## src/hdl/aluPkg.sv

```systemverilog
// Execute stage shared types
package aluPkg;

    localparam int dataWidth   = 16;
    localparam int shamtWidth  = 4;                 // Low bits of operand b used by shifts
    localparam int regIdxWidth = 3;

    // Top three opcode bits
    typedef enum logic [2:0] {
        nopClass      = 3'b000,
        jumpClass     = 3'b001,
        arithImmClass = 3'b010,
        branchClass   = 3'b011,
        memClass      = 3'b100,
        shiftImmClass = 3'b101,
        regOpClass    = 3'b110,
        condClass     = 3'b111
    } majorClass;

    // Low two bits of each group match the minor code or funct field
    typedef enum logic [3:0] {
        opAdd  = 4'd0,
        opSub  = 4'd1,
        opXor  = 4'd2,
        opNand = 4'd3,
        opSll  = 4'd4,
        opSrl  = 4'd5,
        opRol  = 4'd6,
        opRor  = 4'd7,
        opSeq  = 4'd8,
        opSlt  = 4'd9,
        opSle  = 4'd10,
        opSco  = 4'd11,
        opZero = 4'd12
    } aluOp;

    typedef struct packed {
        logic [4:0]             opcode;
        logic [regIdxWidth-1:0] rs;
        logic [regIdxWidth-1:0] rd;
        logic [4:0]             imm;
    } iFormat;

    typedef struct packed {
        logic [4:0]             opcode;
        logic [regIdxWidth-1:0] rs;
        logic [regIdxWidth-1:0] rt;
        logic [regIdxWidth-1:0] rd;
        logic [1:0]             funct;
    } rFormat;

    // Same word, two field layouts
    typedef union packed {
        iFormat iFmt;
        rFormat rFmt;
    } instrWord;

    typedef struct packed {
        logic [dataWidth-1:0] rsData;
        logic [dataWidth-1:0] rtData;
    } operandPair;

    typedef struct packed {
        aluOp                 op;
        logic [dataWidth-1:0] a;
        logic [dataWidth-1:0] b;
    } aluCtrl;

    typedef struct packed {
        logic [dataWidth-1:0]   result;
        logic [regIdxWidth-1:0] rd;
        logic                   writeEn;
        logic                   illegal;
    } writeBack;

endpackage

```

## src/hdl/claAdder16.sv

```systemverilog
// Carry-lookahead adder
`timescale 1ns/1ps

module claAdder16 (
    input  logic [aluPkg::dataWidth-1:0] a,
    input  logic [aluPkg::dataWidth-1:0] b,
    input  logic                         cIn,
    output logic [aluPkg::dataWidth-1:0] sum,
    output logic                         cOut
);

    logic [15:0] g;                                 // Bit generate
    logic [15:0] p;                                 // Bit propagate
    logic [15:0] carry;                             // Carry into each bit
    logic [3:0]  grpG;
    logic [3:0]  grpP;
    logic [4:0]  grpC;                              // Carry into each group, plus final

    assign g = a & b;
    assign p = a ^ b;

    for (genvar i = 0; i < 4; i++) begin : gGroup
        logic [3:0] gi;
        logic [3:0] pi;
        logic       ci;

        assign gi = g[4*i +: 4];
        assign pi = p[4*i +: 4];
        assign ci = grpC[i];

        // Carries inside the group
        assign carry[4*i]   = ci;
        assign carry[4*i+1] = gi[0] | (pi[0] & ci);
        assign carry[4*i+2] = gi[1] | (pi[1] & gi[0]) | (pi[1] & pi[0] & ci);
        assign carry[4*i+3] = gi[2] | (pi[2] & gi[1]) | (pi[2] & pi[1] & gi[0])
                            | ((&pi[2:0]) & ci);

        assign grpG[i] = gi[3] | (pi[3] & gi[2]) | (pi[3] & pi[2] & gi[1])
                       | (pi[3] & pi[2] & pi[1] & gi[0]);
        assign grpP[i] = &pi;
    end

    // Second level lookahead, no ripple between groups
    assign grpC[0] = cIn;
    assign grpC[1] = grpG[0] | (grpP[0] & cIn);
    assign grpC[2] = grpG[1] | (grpP[1] & grpG[0]) | (grpP[1] & grpP[0] & cIn);
    assign grpC[3] = grpG[2] | (grpP[2] & grpG[1]) | (grpP[2] & grpP[1] & grpG[0])
                   | (grpP[2] & grpP[1] & grpP[0] & cIn);
    assign grpC[4] = grpG[3] | (grpP[3] & grpG[2]) | (grpP[3] & grpP[2] & grpG[1])
                   | (grpP[3] & grpP[2] & grpP[1] & grpG[0])
                   | ((&grpP) & cIn);

    assign sum  = p ^ carry;
    assign cOut = grpC[4];                          // Feeds SCO

endmodule

```

## src/hdl/barrelShift16.sv

```systemverilog
// Logarithmic shifter
`timescale 1ns/1ps

module barrelShift16 (
    input  logic [aluPkg::dataWidth-1:0]  data,
    input  logic [aluPkg::shamtWidth-1:0] shamt,
    input  logic                          dir,      // High shifts left
    input  logic                          rotate,
    output logic [aluPkg::dataWidth-1:0]  shifted
);

    logic [15:0] l1;
    logic [15:0] l2;
    logic [15:0] l4;
    logic [15:0] l8;
    logic [15:0] r1;
    logic [15:0] r2;
    logic [15:0] r4;
    logic [15:0] r8;

    // Left chain, vacated bits take the wrapped bits only on rotate
    assign l1 = shamt[0] ? {data[14:0], rotate & data[15]} : data;
    assign l2 = shamt[1] ? {l1[13:0], {2{rotate}} & l1[15:14]} : l1;
    assign l4 = shamt[2] ? {l2[11:0], {4{rotate}} & l2[15:12]} : l2;
    assign l8 = shamt[3] ? {l4[7:0], {8{rotate}} & l4[15:8]} : l4;

    // Right chain
    assign r1 = shamt[0] ? {rotate & data[0], data[15:1]} : data;
    assign r2 = shamt[1] ? {{2{rotate}} & r1[1:0], r1[15:2]} : r1;
    assign r4 = shamt[2] ? {{4{rotate}} & r2[3:0], r2[15:4]} : r2;
    assign r8 = shamt[3] ? {{8{rotate}} & r4[7:0], r4[15:8]} : r4;

    assign shifted = dir ? l8 : r8;

    // Rotate only reorders bits
    always_comb begin
        assert final (!rotate || $countones(shifted) == $countones(data))
            else $error("rotate lost bits %h -> %h", data, shifted);
    end

endmodule

```

## src/hdl/instrDecode.sv

```systemverilog
// Instruction decoder
`timescale 1ns/1ps

module instrDecode (
    input  aluPkg::instrWord                 instr,
    input  aluPkg::operandPair               operands,
    output aluPkg::aluCtrl                   ctrl,
    output logic [aluPkg::regIdxWidth-1:0]   rd,
    output logic                             writeEn,
    output logic                             illegal
);

    aluPkg::majorClass           opClass;
    logic [1:0]                  minor;
    logic [aluPkg::dataWidth-1:0] immSext;
    logic [aluPkg::dataWidth-1:0] immZext;

    assign opClass = aluPkg::majorClass'(instr.iFmt.opcode[4:2]);
    assign minor   = instr.iFmt.opcode[1:0];
    assign immSext = {{11{instr.iFmt.imm[4]}}, instr.iFmt.imm};
    assign immZext = {11'b0, instr.iFmt.imm};

    always_comb begin
        ctrl.op = aluPkg::opZero;
        ctrl.a  = operands.rsData;                  // Rs in every format
        ctrl.b  = operands.rtData;
        rd      = instr.iFmt.rd;
        writeEn = 1'b0;
        illegal = 1'b0;

        case (opClass)
            aluPkg::nopClass: begin
                ctrl.op = aluPkg::opZero;           // Legal, no write
            end
            aluPkg::arithImmClass: begin
                writeEn = 1'b1;
                ctrl.op = aluPkg::aluOp'({2'b00, minor});
                // Only ADDI and SUBI take a signed immediate
                ctrl.b  = minor[1] ? immZext : immSext;
            end
            aluPkg::shiftImmClass: begin
                writeEn = 1'b1;
                ctrl.op = aluPkg::aluOp'({2'b01, minor});
                ctrl.b  = immZext;
            end
            aluPkg::regOpClass: begin
                rd = instr.rFmt.rd;
                if (minor == 2'b10) begin           // Register shifts
                    writeEn = 1'b1;
                    ctrl.op = aluPkg::aluOp'({2'b01, instr.rFmt.funct});
                end else if (minor == 2'b11) begin  // Register arithmetic
                    writeEn = 1'b1;
                    ctrl.op = aluPkg::aluOp'({2'b00, instr.rFmt.funct});
                end else begin
                    illegal = 1'b1;                 // Unused minor codes
                end
            end
            aluPkg::condClass: begin
                writeEn = 1'b1;
                ctrl.op = aluPkg::aluOp'({2'b10, minor});
            end
            default: begin
                illegal = 1'b1;                     // Jump, branch, memory
            end
        endcase
    end

endmodule

```

## src/hdl/alu.sv

```systemverilog
// Combinational ALU
`timescale 1ns/1ps

module alu (
    input  aluPkg::aluCtrl               ctrl,
    output logic [aluPkg::dataWidth-1:0] result
);

    logic [aluPkg::dataWidth-1:0] a;
    logic [aluPkg::dataWidth-1:0] b;
    logic [aluPkg::dataWidth-1:0] addX;
    logic [aluPkg::dataWidth-1:0] addY;
    logic [aluPkg::dataWidth-1:0] sum;
    logic                         cIn;
    logic                         cOut;
    logic                         overflow;
    logic                         lessThan;
    logic                         equal;
    logic [aluPkg::dataWidth-1:0] shifted;
    logic                         shiftLeft;
    logic                         shiftRotate;

    assign a = ctrl.a;
    assign b = ctrl.b;

    // Adder input muxing
    always_comb begin
        case (ctrl.op)
            aluPkg::opSub: begin
                addX = b;                           // b - a
                addY = ~a;
                cIn  = 1'b1;
            end
            aluPkg::opSlt, aluPkg::opSle: begin
                addX = a;                           // a - b for the compare
                addY = ~b;
                cIn  = 1'b1;
            end
            default: begin
                addX = a;
                addY = b;
                cIn  = 1'b0;
            end
        endcase
    end

    claAdder16 iAdder (
        .a    (addX),
        .b    (addY),
        .cIn  (cIn),
        .sum  (sum),
        .cOut (cOut)
    );

    assign overflow = (addX[15] == addY[15]) && (sum[15] != addX[15]);
    assign lessThan = sum[15] ^ overflow;           // Signed a < b
    assign equal    = (a == b);

    assign shiftLeft   = (ctrl.op == aluPkg::opSll) || (ctrl.op == aluPkg::opRol);
    assign shiftRotate = (ctrl.op == aluPkg::opRol) || (ctrl.op == aluPkg::opRor);

    barrelShift16 iShifter (
        .data    (a),
        .shamt   (b[aluPkg::shamtWidth-1:0]),
        .dir     (shiftLeft),
        .rotate  (shiftRotate),
        .shifted (shifted)
    );

    always_comb begin
        case (ctrl.op)
            aluPkg::opAdd,
            aluPkg::opSub:  result = sum;
            aluPkg::opXor:  result = a ^ b;
            aluPkg::opNand: result = ~(a & b);
            aluPkg::opSll,
            aluPkg::opSrl,
            aluPkg::opRol,
            aluPkg::opRor:  result = shifted;
            aluPkg::opSeq:  result = {15'b0, equal};
            aluPkg::opSlt:  result = {15'b0, lessThan};
            aluPkg::opSle:  result = {15'b0, lessThan | equal};
            aluPkg::opSco:  result = {15'b0, cOut};     // Carry of a + b
            default:        result = '0;
        endcase
    end

endmodule

```

## src/hdl/executeStage.sv

```systemverilog
// Execute stage top
`timescale 1ns/1ps

module executeStage (
    input  logic               clk,
    input  logic               rst,
    input  logic               issue,
    input  aluPkg::instrWord   instr,
    input  aluPkg::operandPair operands,
    output aluPkg::writeBack   wb,
    output logic               resultValid
);

    aluPkg::aluCtrl                 decCtrl;
    logic [aluPkg::regIdxWidth-1:0] decRd;
    logic                           decWriteEn;
    logic                           decIllegal;

    aluPkg::aluCtrl                 ctrlQ;
    logic [aluPkg::regIdxWidth-1:0] rdQ;
    logic                           writeEnQ;
    logic                           illegalQ;
    logic                           validQ;

    logic [aluPkg::dataWidth-1:0]   aluResult;

    instrDecode iDecode (
        .instr    (instr),
        .operands (operands),
        .ctrl     (decCtrl),
        .rd       (decRd),
        .writeEn  (decWriteEn),
        .illegal  (decIllegal)
    );

    // Decode register
    always_ff @(posedge clk) begin
        if (rst) begin
            validQ   <= 1'b0;
            writeEnQ <= 1'b0;
            illegalQ <= 1'b0;
        end else begin
            validQ <= issue;
            if (issue) begin
                ctrlQ    <= decCtrl;
                rdQ      <= decRd;
                writeEnQ <= decWriteEn;
                illegalQ <= decIllegal;
            end
        end
    end

    alu iAlu (
        .ctrl   (ctrlQ),
        .result (aluResult)
    );

    // Result register, holds between valid cycles
    always_ff @(posedge clk) begin
        if (rst) begin
            resultValid <= 1'b0;
            wb.writeEn  <= 1'b0;
            wb.illegal  <= 1'b0;
        end else begin
            resultValid <= validQ;
            if (validQ) begin
                wb <= '{result: aluResult, rd: rdQ, writeEn: writeEnQ, illegal: illegalQ};
            end
        end
    end

    // Fixed two-cycle latency through both registers
    assert property (@(posedge clk) disable iff (rst) issue |-> ##2 resultValid)
        else $error("issued instruction produced no result two cycles later");
    assert property (@(posedge clk) disable iff (rst) !issue |-> ##2 !resultValid)
        else $error("result valid without a matching issue");

endmodule

```

## config.mk

```make
export PLATFORM = sky130hd
export DESIGN_NAME = executeStage
export DESIGN_NICKNAME = d
export VERILOG_FILES = /design/src/hdl/aluPkg.sv /design/src/hdl/claAdder16.sv /design/src/hdl/barrelShift16.sv /design/src/hdl/instrDecode.sv /design/src/hdl/alu.sv /design/src/hdl/executeStage.sv
export SDC_FILE = /design/constraint.sdc
export NUM_CORES = 1
export LEC_CHECK = 0
export BUFFER_PORTS_ARGS = -buffer_cell sky130_fd_sc_hd__buf_2
export CORE_MARGIN = 10
export CORE_UTILIZATION = 45
export CTS_BUF_LIST = sky130_fd_sc_hd__clkbuf_4 sky130_fd_sc_hd__clkbuf_8 sky130_fd_sc_hd__clkbuf_16
export DETAILED_ROUTE_END_ITERATION = 7
export GPL_TIMING_DRIVEN = 0
export PLACE_DENSITY = 0.7
export SYNTH_ARGS = -nofsm -noshare
export SYNTH_HDL_FRONTEND = slang
export SYNTH_SLANG_ARGS = --single-unit
```

## constraint.sdc

```tcl
create_clock -name clk -period 3.75 [get_ports clk]
set_input_delay 0.1875 -clock clk [delete_from_list [all_inputs] [get_ports clk]]
set_output_delay 0.1875 -clock clk [all_outputs]
set_load 0.03 [all_outputs]
```

Yosys cells after proc, flatten, opt, wreduce, memory -nomap -nowiden
Index checks and enable logic that the tools add are counted.

Bitwise gates (word level): 132. Equal/unequal tests: 20. Shift operators: 0. Mux-type cells: 25. Multipliers: 0. Divide/modulo/power cells: 0. Add/sub/neg operators: 0. Reduce and logical (&&, ||, !) cells: 22. Order comparisons: 0.

Operators with widths (count): $mux 16 (11); $pmux 16 s8 (1); $and 1x1->1 (69); $pmux 16 s2 (2); $not 16->16 (3); $xor 16x16->16 (3); $or 1x1->1 (47); $and 16x16->16 (2); $and 8x8->8 (2); $eq 16x16->1 (1); $eq 4x3->1 const B (4); $eq 4x4->1 const B (4); $pmux 4 s4 (1); $reduce_and 16->1 (1); $reduce_and 4->1 (4); $reduce_and 3->1 (4); $eq 3x3->1 const B (3); $and 4x4->4 (2); $eq 4x2->1 const B (2); $mux 4 (2); $reduce_or 4->1 (2); $reduce_or 3->1 (2); $mux 1 (5); $and 2x2->2 (2); 15 further kinds (20).

Memory bits (read-only): 0. Bits of input ports: 51. Bits in latches: 0. RAM bits: 0. Register bits: 64. Output and inout port bits: 22. Word-level logic and storage cells: 211. Memories kept: 0.

Logic depth before layout (Yosys ltp)
Gate-level depths: netlist of the first run.

Depth after elaboration: 20. Gate-level depth with buffers: 20. Depth with buffers taken out: 17.

By module
From an unflattened synthesis of the first run, not the netlist that was laid out.

Cell total of the unflattened synthesis: 798. Area, all modules: 6905.4 sq um.

By module, submodules not included: barrelShift16 (area each 1950.6 sq um, cells each 272, times used 1, seq. area each 0.0 sq um); executeStage (area each 1944.4 sq um, cells each 76, times used 1, seq. area each 1861.8 sq um); alu (area each 1403.8 sq um, cells each 236, times used 1, seq. area each 0.0 sq um); instrDecode (area each 830.8 sq um, cells each 121, times used 1, seq. area each 0.0 sq um); claAdder16 (area each 775.7 sq um, cells each 93, times used 1, seq. area each 0.0 sq um).

Least setup slack after synthesis of the first run
Ideal clock, no wire load.

Kind: register -> register. Start point: reg ctrlQ[34] (netlist name). End point: reg wb[18] (netlist name) (data pin). Required time: 3484 ps. Path buffers: 3. Library setup time: 266 ps. Stages on the path, launching flop included: 21. Data arrival time: 3685 ps. Slack: -201 ps. Period minus slack after synthesis: 3951 ps. Cells stage by stage: edfxtp_1 > buf_4 > nand2b_1 > a21oi_1 > inv_1 > nand2_1 > buf_2 > nand2_1 > o21ai_0 > o21ai_0 > ha_1 > buf_2 > a21o_1 > a21oi_1 > o22ai_1 > a211o_1 > fa_1 > xnor2_1 > o22ai_1 > a221oi_1 > o21ai_1.

Longest elaborated chain between the ends: 16. Elaborated cells on any way between the ends: 74. Those cells by class: 11 x eq/ne; 12 x mux; 41 x bitwise; 10 x reduce/logical.

Ends and longest elaborated chain: from (decl) (RTL line executeStage.sv:19) `aluPkg::aluCtrl ctrlQ;`; from (signal assigned) (RTL line executeStage.sv:45) `ctrlQ <= decCtrl;`; $eq 4x4->1 (RTL line alu.sv:28, alu.sv:71); $reduce_or 2->1; $pmux 16 s2 (RTL line alu.sv:28) `case (ctrl.op)`; $xor 16x16->16 / $and 16x16->16 (equally long branches) (RTL line claAdder16.sv:20, claAdder16.sv:19); $and 1x1->1, on equally long branches (RTL line claAdder16.sv:38, claAdder16.sv:39); $or 1x1->1 (tied with other cells) (RTL line claAdder16.sv:38) `assign grpG[i] = gi[3] | (pi[3] & gi[2]) | (pi[3] & pi[2] & gi[1])`; $or 1x1->1 / $and 1x1->1 (equally long branches) (RTL line claAdder16.sv:38, claAdder16.sv:39); $or 1x1->1 (RTL line claAdder16.sv:39) `| (pi[3] & pi[2] & pi[1] & gi[0]);`; $and 1x1->1 (RTL line claAdder16.sv:47) `assign grpC[3] = grpG[2] | (grpP[2] & grpG[1]) | (grpP[2] & grpP[1] & grpG[0])`; $or 1x1->1 (2 in a row) (RTL line claAdder16.sv:47); $or 1x1->1 (RTL line claAdder16.sv:48) `| (grpP[2] & grpP[1] & grpP[0] & cIn);`; $and 1x1->1 (RTL line claAdder16.sv:33) `assign carry[4*i+1] = gi[0] | (pi[0] & ci);`; $or 1x1->1 (RTL line claAdder16.sv:33); $xor 16x16->16 (RTL line claAdder16.sv:53) `assign sum = p ^ carry;`; $pmux 16 s8 * (RTL line alu.sv:71) `case (ctrl.op)`; via aluResult, one bit (RTL line executeStage.sv:25) `logic [aluPkg::dataWidth-1:0] aluResult;`; to (signal assigned) (RTL line executeStage.sv:67) `wb <= '{result: aluResult, rd: rdQ, writeEn: writeEnQ, illegal: illegalQ};`; to (decl) (RTL line executeStage.sv:10) `output aluPkg::writeBack wb,`.

Mark *: on every way through the listed nets, which the timed path passes. The rest lies on a longest branch. A chain may end at the register's enable or synchronous reset.

Worst setup path in the final report of the first run
Start point: reg ctrlQ[33] (netlist name). End point: reg wb[18] (netlist name) (data pin).

Same word-level chain as after synthesis.

==> flow_summary_export.csv, run 1 <==
group,metric,value,unit
grt,antenna_found_initial,0,
finish,syn_to_final_growth,23.1,%
finish,num_antenna_cells,0,
finish,layout.nets,800,
route,remaining_drc_errors,0,
logic_synthesis,yosysWarnings,0,
timing,timing.slew.headroom,39.6,%
route,postRouteAntennaNets,0,
logic_synthesis,syn-num-nets,697,
placed_design,pre_cts_ws,-683,ps
timing,setup_slack,-169,ps
critical_path,crit_fanout,4,
critical_path,cp.required,3830,ps
critical_path,path_class,"flip-flop to flip-flop",
clocking,clk_pin_slew,60,ps
floorplanning,die_width,135,um
timing,slew_viol_final,0,
floorplanning,die_h,135,um
timing,rsz0062_at_grt,"true",
logic_synthesis,yosysMostFrequentCell,"nand2_1",
logic_synthesis,synth_edf_count,58,
grt,grt_usage,22.2,%
critical_path,crit_chain,"buf_6, nand2b_4, a21oi_4, inv_2, nand2_8, buf_6, nand2_1, o21ai_0, o21ai_1, ha_1, nand3_1, a31oi_2, a21o_1, a211o_1, fa_2, xnor2_2, o22ai_1, a221oi_1, o21ai_1",
logic_synthesis,synth_area_leader_cell,"edfxtp_1",
timing,fmax,0.255,GHz
clocking,cts_root_buffer,"clkbuf_16",
logic_synthesis,yosys_register_bits,64,
critical_path,crit_path_end_kind,"flip-flop",
floorplanning,ioPinCount,73,
floorplanning,start_util,46.5,%
placed_design,portBuffers,69,
timing,worst_pin_slew,899,ps
grt,grt_pass1_wl,31.3,mm
timing,layout_worst_path_cycle_share,105,%
logic_synthesis,synth.top_cells.by_count,"nand2_1, o21ai_0, edfxtp_1",
route,wl,20.6,mm
route,first_pass_iters,5,
clocking,cts_tree,"yes",
clocking,cts_hold_buf,0,
power_and_ir_drop,leakage,2.97,nW
timing,hold_slack,9.77,ps
placed_design,gp_routability_congestion,0.998,
critical_path,start_kind,"flip-flop",
finish,drive_gt1_share,32.3,%
hold_path,hold_path.class,"primary input to flip-flop",
critical_path,critPathSlowestCell,"edfxtp_1",
timing,finClkSkew,12.7,ps
clocking,clock_path_buffers,2,
route,drtIter0Drc,660,
timing,final_hold_viol_count,0,
power_and_ir_drop,power.density,393,mW/mm^2
logic_synthesis,synthArstFlopShare,0,%
logic_synthesis,synth-main-ff-cell,"edfxtp_1",
logic_synthesis,syn_area_per_cell,9.69,um^2
logic_synthesis,ys_top_cells_by_area,"edfxtp_1, mux4_2, ha_1",
logic_synthesis,ys_seq_area_share,31.5,%
logic_synthesis,synth_area,0.00591,mm^2
timing,setup-tns-final,-370,ps
logic_synthesis,synthDistinctLibCells,68,
route,drt-wirelength-per-cell,23.1,um
logic_synthesis,postSynthCellCount,610,
grt,grt_pass1_vias,5707,
power_and_ir_drop,irDropWorstVdd,312,uV
finish,finalCoreUtilization,57.2,%
logic_synthesis,synth_top_cell_area_share,29.5,%
grt,grt_max_degree,38,
critical_path,worst-path-buf-inv,3,
clocking,clock-sinks,64,
critical_path,cp.arrival,4000,ps
critical_path,cp_top_family,"compound AO/OA/AOI/OAI gates",
critical_path,r2r_setup_slack,-170,ps
route,vias,5659,
clocking,clock_latency,350,ps
clocking,numCtsBuffers,9,
status,outcome,"finished, violations left",
route,viasPerCell,6.36,
clocking,htree_levels,3,
floorplanning,dieArea,0.0181,mm^2
status,violations,"setup timing",
timing,period_minus_slack,3920,ps
grt,overflow,0,
floorplanning,coreArea,0.0127,mm^2
timing,setup_viol,4,
critical_path,slowest_delay,460,ps
floorplanning,rows,41,
flow_run,maxCapViolations,0,
placed_design,hpwl,15.4,mm
-- area by class of cell --
type                    instances  area [um^2]
repair buffers                 98          607
clock inverters                 7         95.1
flip-flops and latches         64         1860
well taps                     172          215
plain buffers                  37          262
clock buffers                   9          225
fillers                      1152         5440
inverters                      11         45.0
multi-input cells             492         3970
-- where the power goes --
group          internal, mW  switching (mW)
Combinational         0.461           0.590
Sequential            0.835          0.0626
Clock                 0.582           0.331
-- sequential cells by signal, indices dropped and copies added, names as in the netlist --
signal	flops
validQ	1
resultValid	1
writeEnQ	1
illegalQ	1
rdQ	3
ctrlQ	36
wb	21
-- logic make-up after synthesis --
kind of cell	after synthesis	synth area share [%]
compound gates	189	20.8
buf+inv	54	4.45
mux	93	20.9
xor+xnor	9	1.33
fa+ha+maj	36	8.13
simple gates	165	12.9
flops	64	31.5
-- worst reg2reg max path: cells and delay by family, from the launching register on --
family          cells  cell delay [ps]
buf+inv             3              340
compound gates      9             1530
simple gates        4              430
fa+ha+maj           2              750
flops               1              460
xor+xnor            1              130
-- per-layer routing --
| layer | up-vias | wire [um] | GRT usage [%] |
|---|---|---|---|
| met2 | 308 | 9300 | 34.2 |
| met3 | 70 | 1830 | 6.90 |
| met4 | 0 | 967 | 10.9 |
| li1 | 2544 | - | - |
| met1 | 2737 | 8460 | 27.6 |
| met5 | - | 0 | 0 |
-- stage by stage --
step / total power [mW] / cell area, um^2 / instances
after global routing: 2.99 / 7280 / 890
final: 2.86 / 7280 / 890
after global placement: 1.80 / 6480 / 851
after floorplan: 1.54 / 5920 / 610
after detailed placement: 1.82 / 6540 / 853
after CTS: 2.77 / 7110 / 882
-- path summary, 6_finish.rpt --
path,end,cells after the start,startpoint
worst min register to register,wb[2],0,rdQ[0]
worst max register to register,wb[18],19,ctrlQ[33]
worst min-delay path,ctrlQ[28],1,operands[28]
worst max-delay path,wb[18],19,ctrlQ[33]
-- layout by cell type (no fill, tap or decap), types with 5 or more instances in the layout --
master	count
inv_1	7
nor2b_1	6
dfxtp_1	6
nor2_1	45
nand3_1	10
mux2_2	34
a21o_1	19
mux4_2	20
buf_6	10
clkbuf_1	15
clkbuf_16	10
o211ai_1	8
edfxtp_1	58
a21oi_2	7
o22ai_1	10
o21ai_0	49
a221oi_1	9
a211oi_1	5
mux2i_1	38
a21oi_1	23
nand2b_1	8
a31oi_1	5
xnor2_1	5
nand2_1	59
buf_2	76
buf_4	27
ha_1	28
o21ai_1	13
-- what timing repair did --
| action | 4_1_cts | 5_1_grt |
|---|---|---|
| pin swaps | 9 | 26 |
| setup endpoints to repair | 9 | 10 |
| gates resized for setup | 36 | 36 |
| buffers inserted | 17 | 10 |
Power figures use the tool's default switching activity.
==> run 2: changes to the inputs <==
--- a/config.mk
+++ b/config.mk
@@ -11,7 +11,9 @@
 export CTS_BUF_LIST = sky130_fd_sc_hd__clkbuf_4 sky130_fd_sc_hd__clkbuf_8 sky130_fd_sc_hd__clkbuf_16
 export DETAILED_ROUTE_END_ITERATION = 7
 export GPL_TIMING_DRIVEN = 0
-export PLACE_DENSITY = 0.7
+export MAX_ROUTING_LAYER = met4
+export PLACE_DENSITY = 0.75
+export SKIP_CTS_REPAIR_TIMING = 1
 export SYNTH_ARGS = -nofsm -noshare
 export SYNTH_HDL_FRONTEND = slang
 export SYNTH_SLANG_ARGS = --single-unit
==> flow_summary_export.csv, run 2 (same netlist as run 1, synthesis figures left out) <==
group,metric,value,unit
critical_path,start_kind,"flip-flop",
floorplanning,rows,41,
power_and_ir_drop,leakage,2.94,nW
floorplanning,ioPinCount,73,
critical_path,cp.arrival,3900,ps
finish,syn_to_final_growth,21.6,%
flow_run,maxCapViolations,0,
clocking,clock_latency,350,ps
status,violations,"setup timing",
route,postRouteAntennaNets,0,
timing,worst_pin_slew,1140,ps
route,drtIter0Drc,638,
placed_design,gp_routability_congestion,1.01,
timing,setup_viol,2,
power_and_ir_drop,irDropWorstVdd,262,uV
finish,drive_gt1_share,32.0,%
placed_design,portBuffers,69,
power_and_ir_drop,power_frac_clock,30.1,%
timing,period_minus_slack,3820,ps
timing,finClkSkew,17.3,ps
timing,rsz0062_at_grt,"true",
power_and_ir_drop,swShare,36.3,%
grt,overflow,0,
critical_path,crit_path_end_kind,"flip-flop",
timing,setup_slack,-71.2,ps
finish,num_antenna_cells,0,
route,drt-wirelength-per-cell,23.8,um
finish,layout.nets,797,
grt,grt_pass1_wl,31.4,mm
critical_path,crit_chain,"buf_6, buf_4, nand2b_4, a21oi_4, buf_4, buf_4, a21oi_1, o21ai_0, ha_1, a21oi_2, nor2b_1, a21o_1, a211o_4, fa_2, xnor2_2, o22ai_2, a221oi_2, o21ai_1",
timing,timing.slew.headroom,23.7,%
timing,layout_worst_path_cycle_share,102,%
critical_path,crit_fanout,10,
finish,reg_top3,"ctrlQ (36), wb (21), rdQ (3)",
floorplanning,die_h,135,um
critical_path,path_common_cell,"buf_4",
route,first_pass_iters,5,
finish,finalCoreUtilization,56.5,%
route,viasPerCell,6.39,
placed_design,placed_area,0.00651,mm^2
floorplanning,start_util,46.5,%
critical_path,path_class,"flip-flop to flip-flop",
power_and_ir_drop,pwr-share-seq,32.0,%
clocking,clk_pin_slew,70,ps
power_and_ir_drop,fin_total_pwr,2.82,mW
grt,grt_pass1_vias,5498,
power_and_ir_drop,switchingPower,1.02,mW
clocking,cts_tree,"yes",
critical_path,cp.required,3820,ps
critical_path,r2r_setup_slack,-70,ps
power_and_ir_drop,power.density,392,mW/mm^2
power_and_ir_drop,power_frac_comb,37.9,%
clocking,htree_levels,3,
floorplanning,coreArea,0.0127,mm^2
clocking,numCtsBuffers,9,
timing,fmax,0.262,GHz
floorplanning,dieArea,0.0181,mm^2
finish,fin_area,0.00719,mm^2
floorplanning,die_width,135,um
clocking,clock_path_buffers,2,
critical_path,critPathSlowestCell,"edfxtp_1",
timing,setup-tns-final,-104,ps
hold_path,hold_path.class,"primary input to flip-flop",
grt,antenna_found_initial,0,
finish,largest_register,"ctrlQ",
route,wl,21.1,mm
finish,largest_register_ffs,36,
grt,grt_usage,23.1,%
status,outcome,"finished, violations left",
finish,layout_common_cells,"buf_2, nand2_1, edfxtp_1",
power_and_ir_drop,p_int,1.80,mW
grt,grt_max_degree,40,
route,remaining_drc_errors,0,
timing,slew_viol_final,0,
finish,final_common_cell,"buf_2",
placed_design,hpwl,16.0,mm
critical_path,slowest_delay,430,ps
timing,hold_slack,2.75,ps
clocking,clock-sinks,64,
route,vias,5671,
clocking,cts_root_buffer,"clkbuf_16",
timing,final_hold_viol_count,0,
[run 2: final timing paths]
check / start / endpoint / cells after the start
setup reg to reg: ctrlQ[33] / wb[18] / 18
setup / recovery: ctrlQ[33] / wb[18] / 18
hold / removal: operands[18] / ctrlQ[18] / 1
hold reg to reg: rdQ[1] / wb[3] / 0
[run 2: stage by stage]
step                      cells  worst slack, ps
final                       887            -71.2
after global routing        887             -192
after CTS                   868             -826
after detailed placement    852             -802
after global placement      851             -802
after floorplan             610             22.8
[run 2: final cells by class]
class                           count  area (um^2)
Tap cell                          172          215
Inverter                           11         45.0
Sequential cell                    64         1860
Multi-Input combinational cell    492         3980
Clock inverter                      6         43.8
Fill cell                        1127         5540
Buffer                             37          230
Timing Repair Buffer               95          561
Clock buffer                       10          250
[run 2: critical path: cells and delay by family (launching register included)]
family	cells	cell delay [ps]
buffers and inverters	4	590
xor gates and xnor gates	1	160
AOI/OAI and AO/OA	9	1460
adders and majority gates	2	720
DFF	1	430
and+or+nand+nor	2	170
[run 2: metal layers]
metal / part of all wire (%) / routed length (um) / GRT usage, % / up-vias
li1: - / - / - / 2545
met1: 43 / 9100 / 30.3 / 2746
met2: 45 / 9470 / 34.1 / 332
met3: 9.5 / 2000 / 6.08 / 48
met4: 2.7 / 564 / 7.19 / 0
met5: 0 / 0 / - / -
[run 2: power by group through the flow]
stage / Clock, mW / Sequential, mW / Combinational (mW)
2_1_floorplan: 0 / 0.890 / 0.651
3_3_place_gp: 0 / 0.911 / 0.900
3_5_place_dp: 0 / 0.910 / 0.921
4_1_cts: 0.855 / 0.896 / 0.927
5_1_grt: 0.890 / 0.902 / 1.14
6_report: 0.848 / 0.902 / 1.07
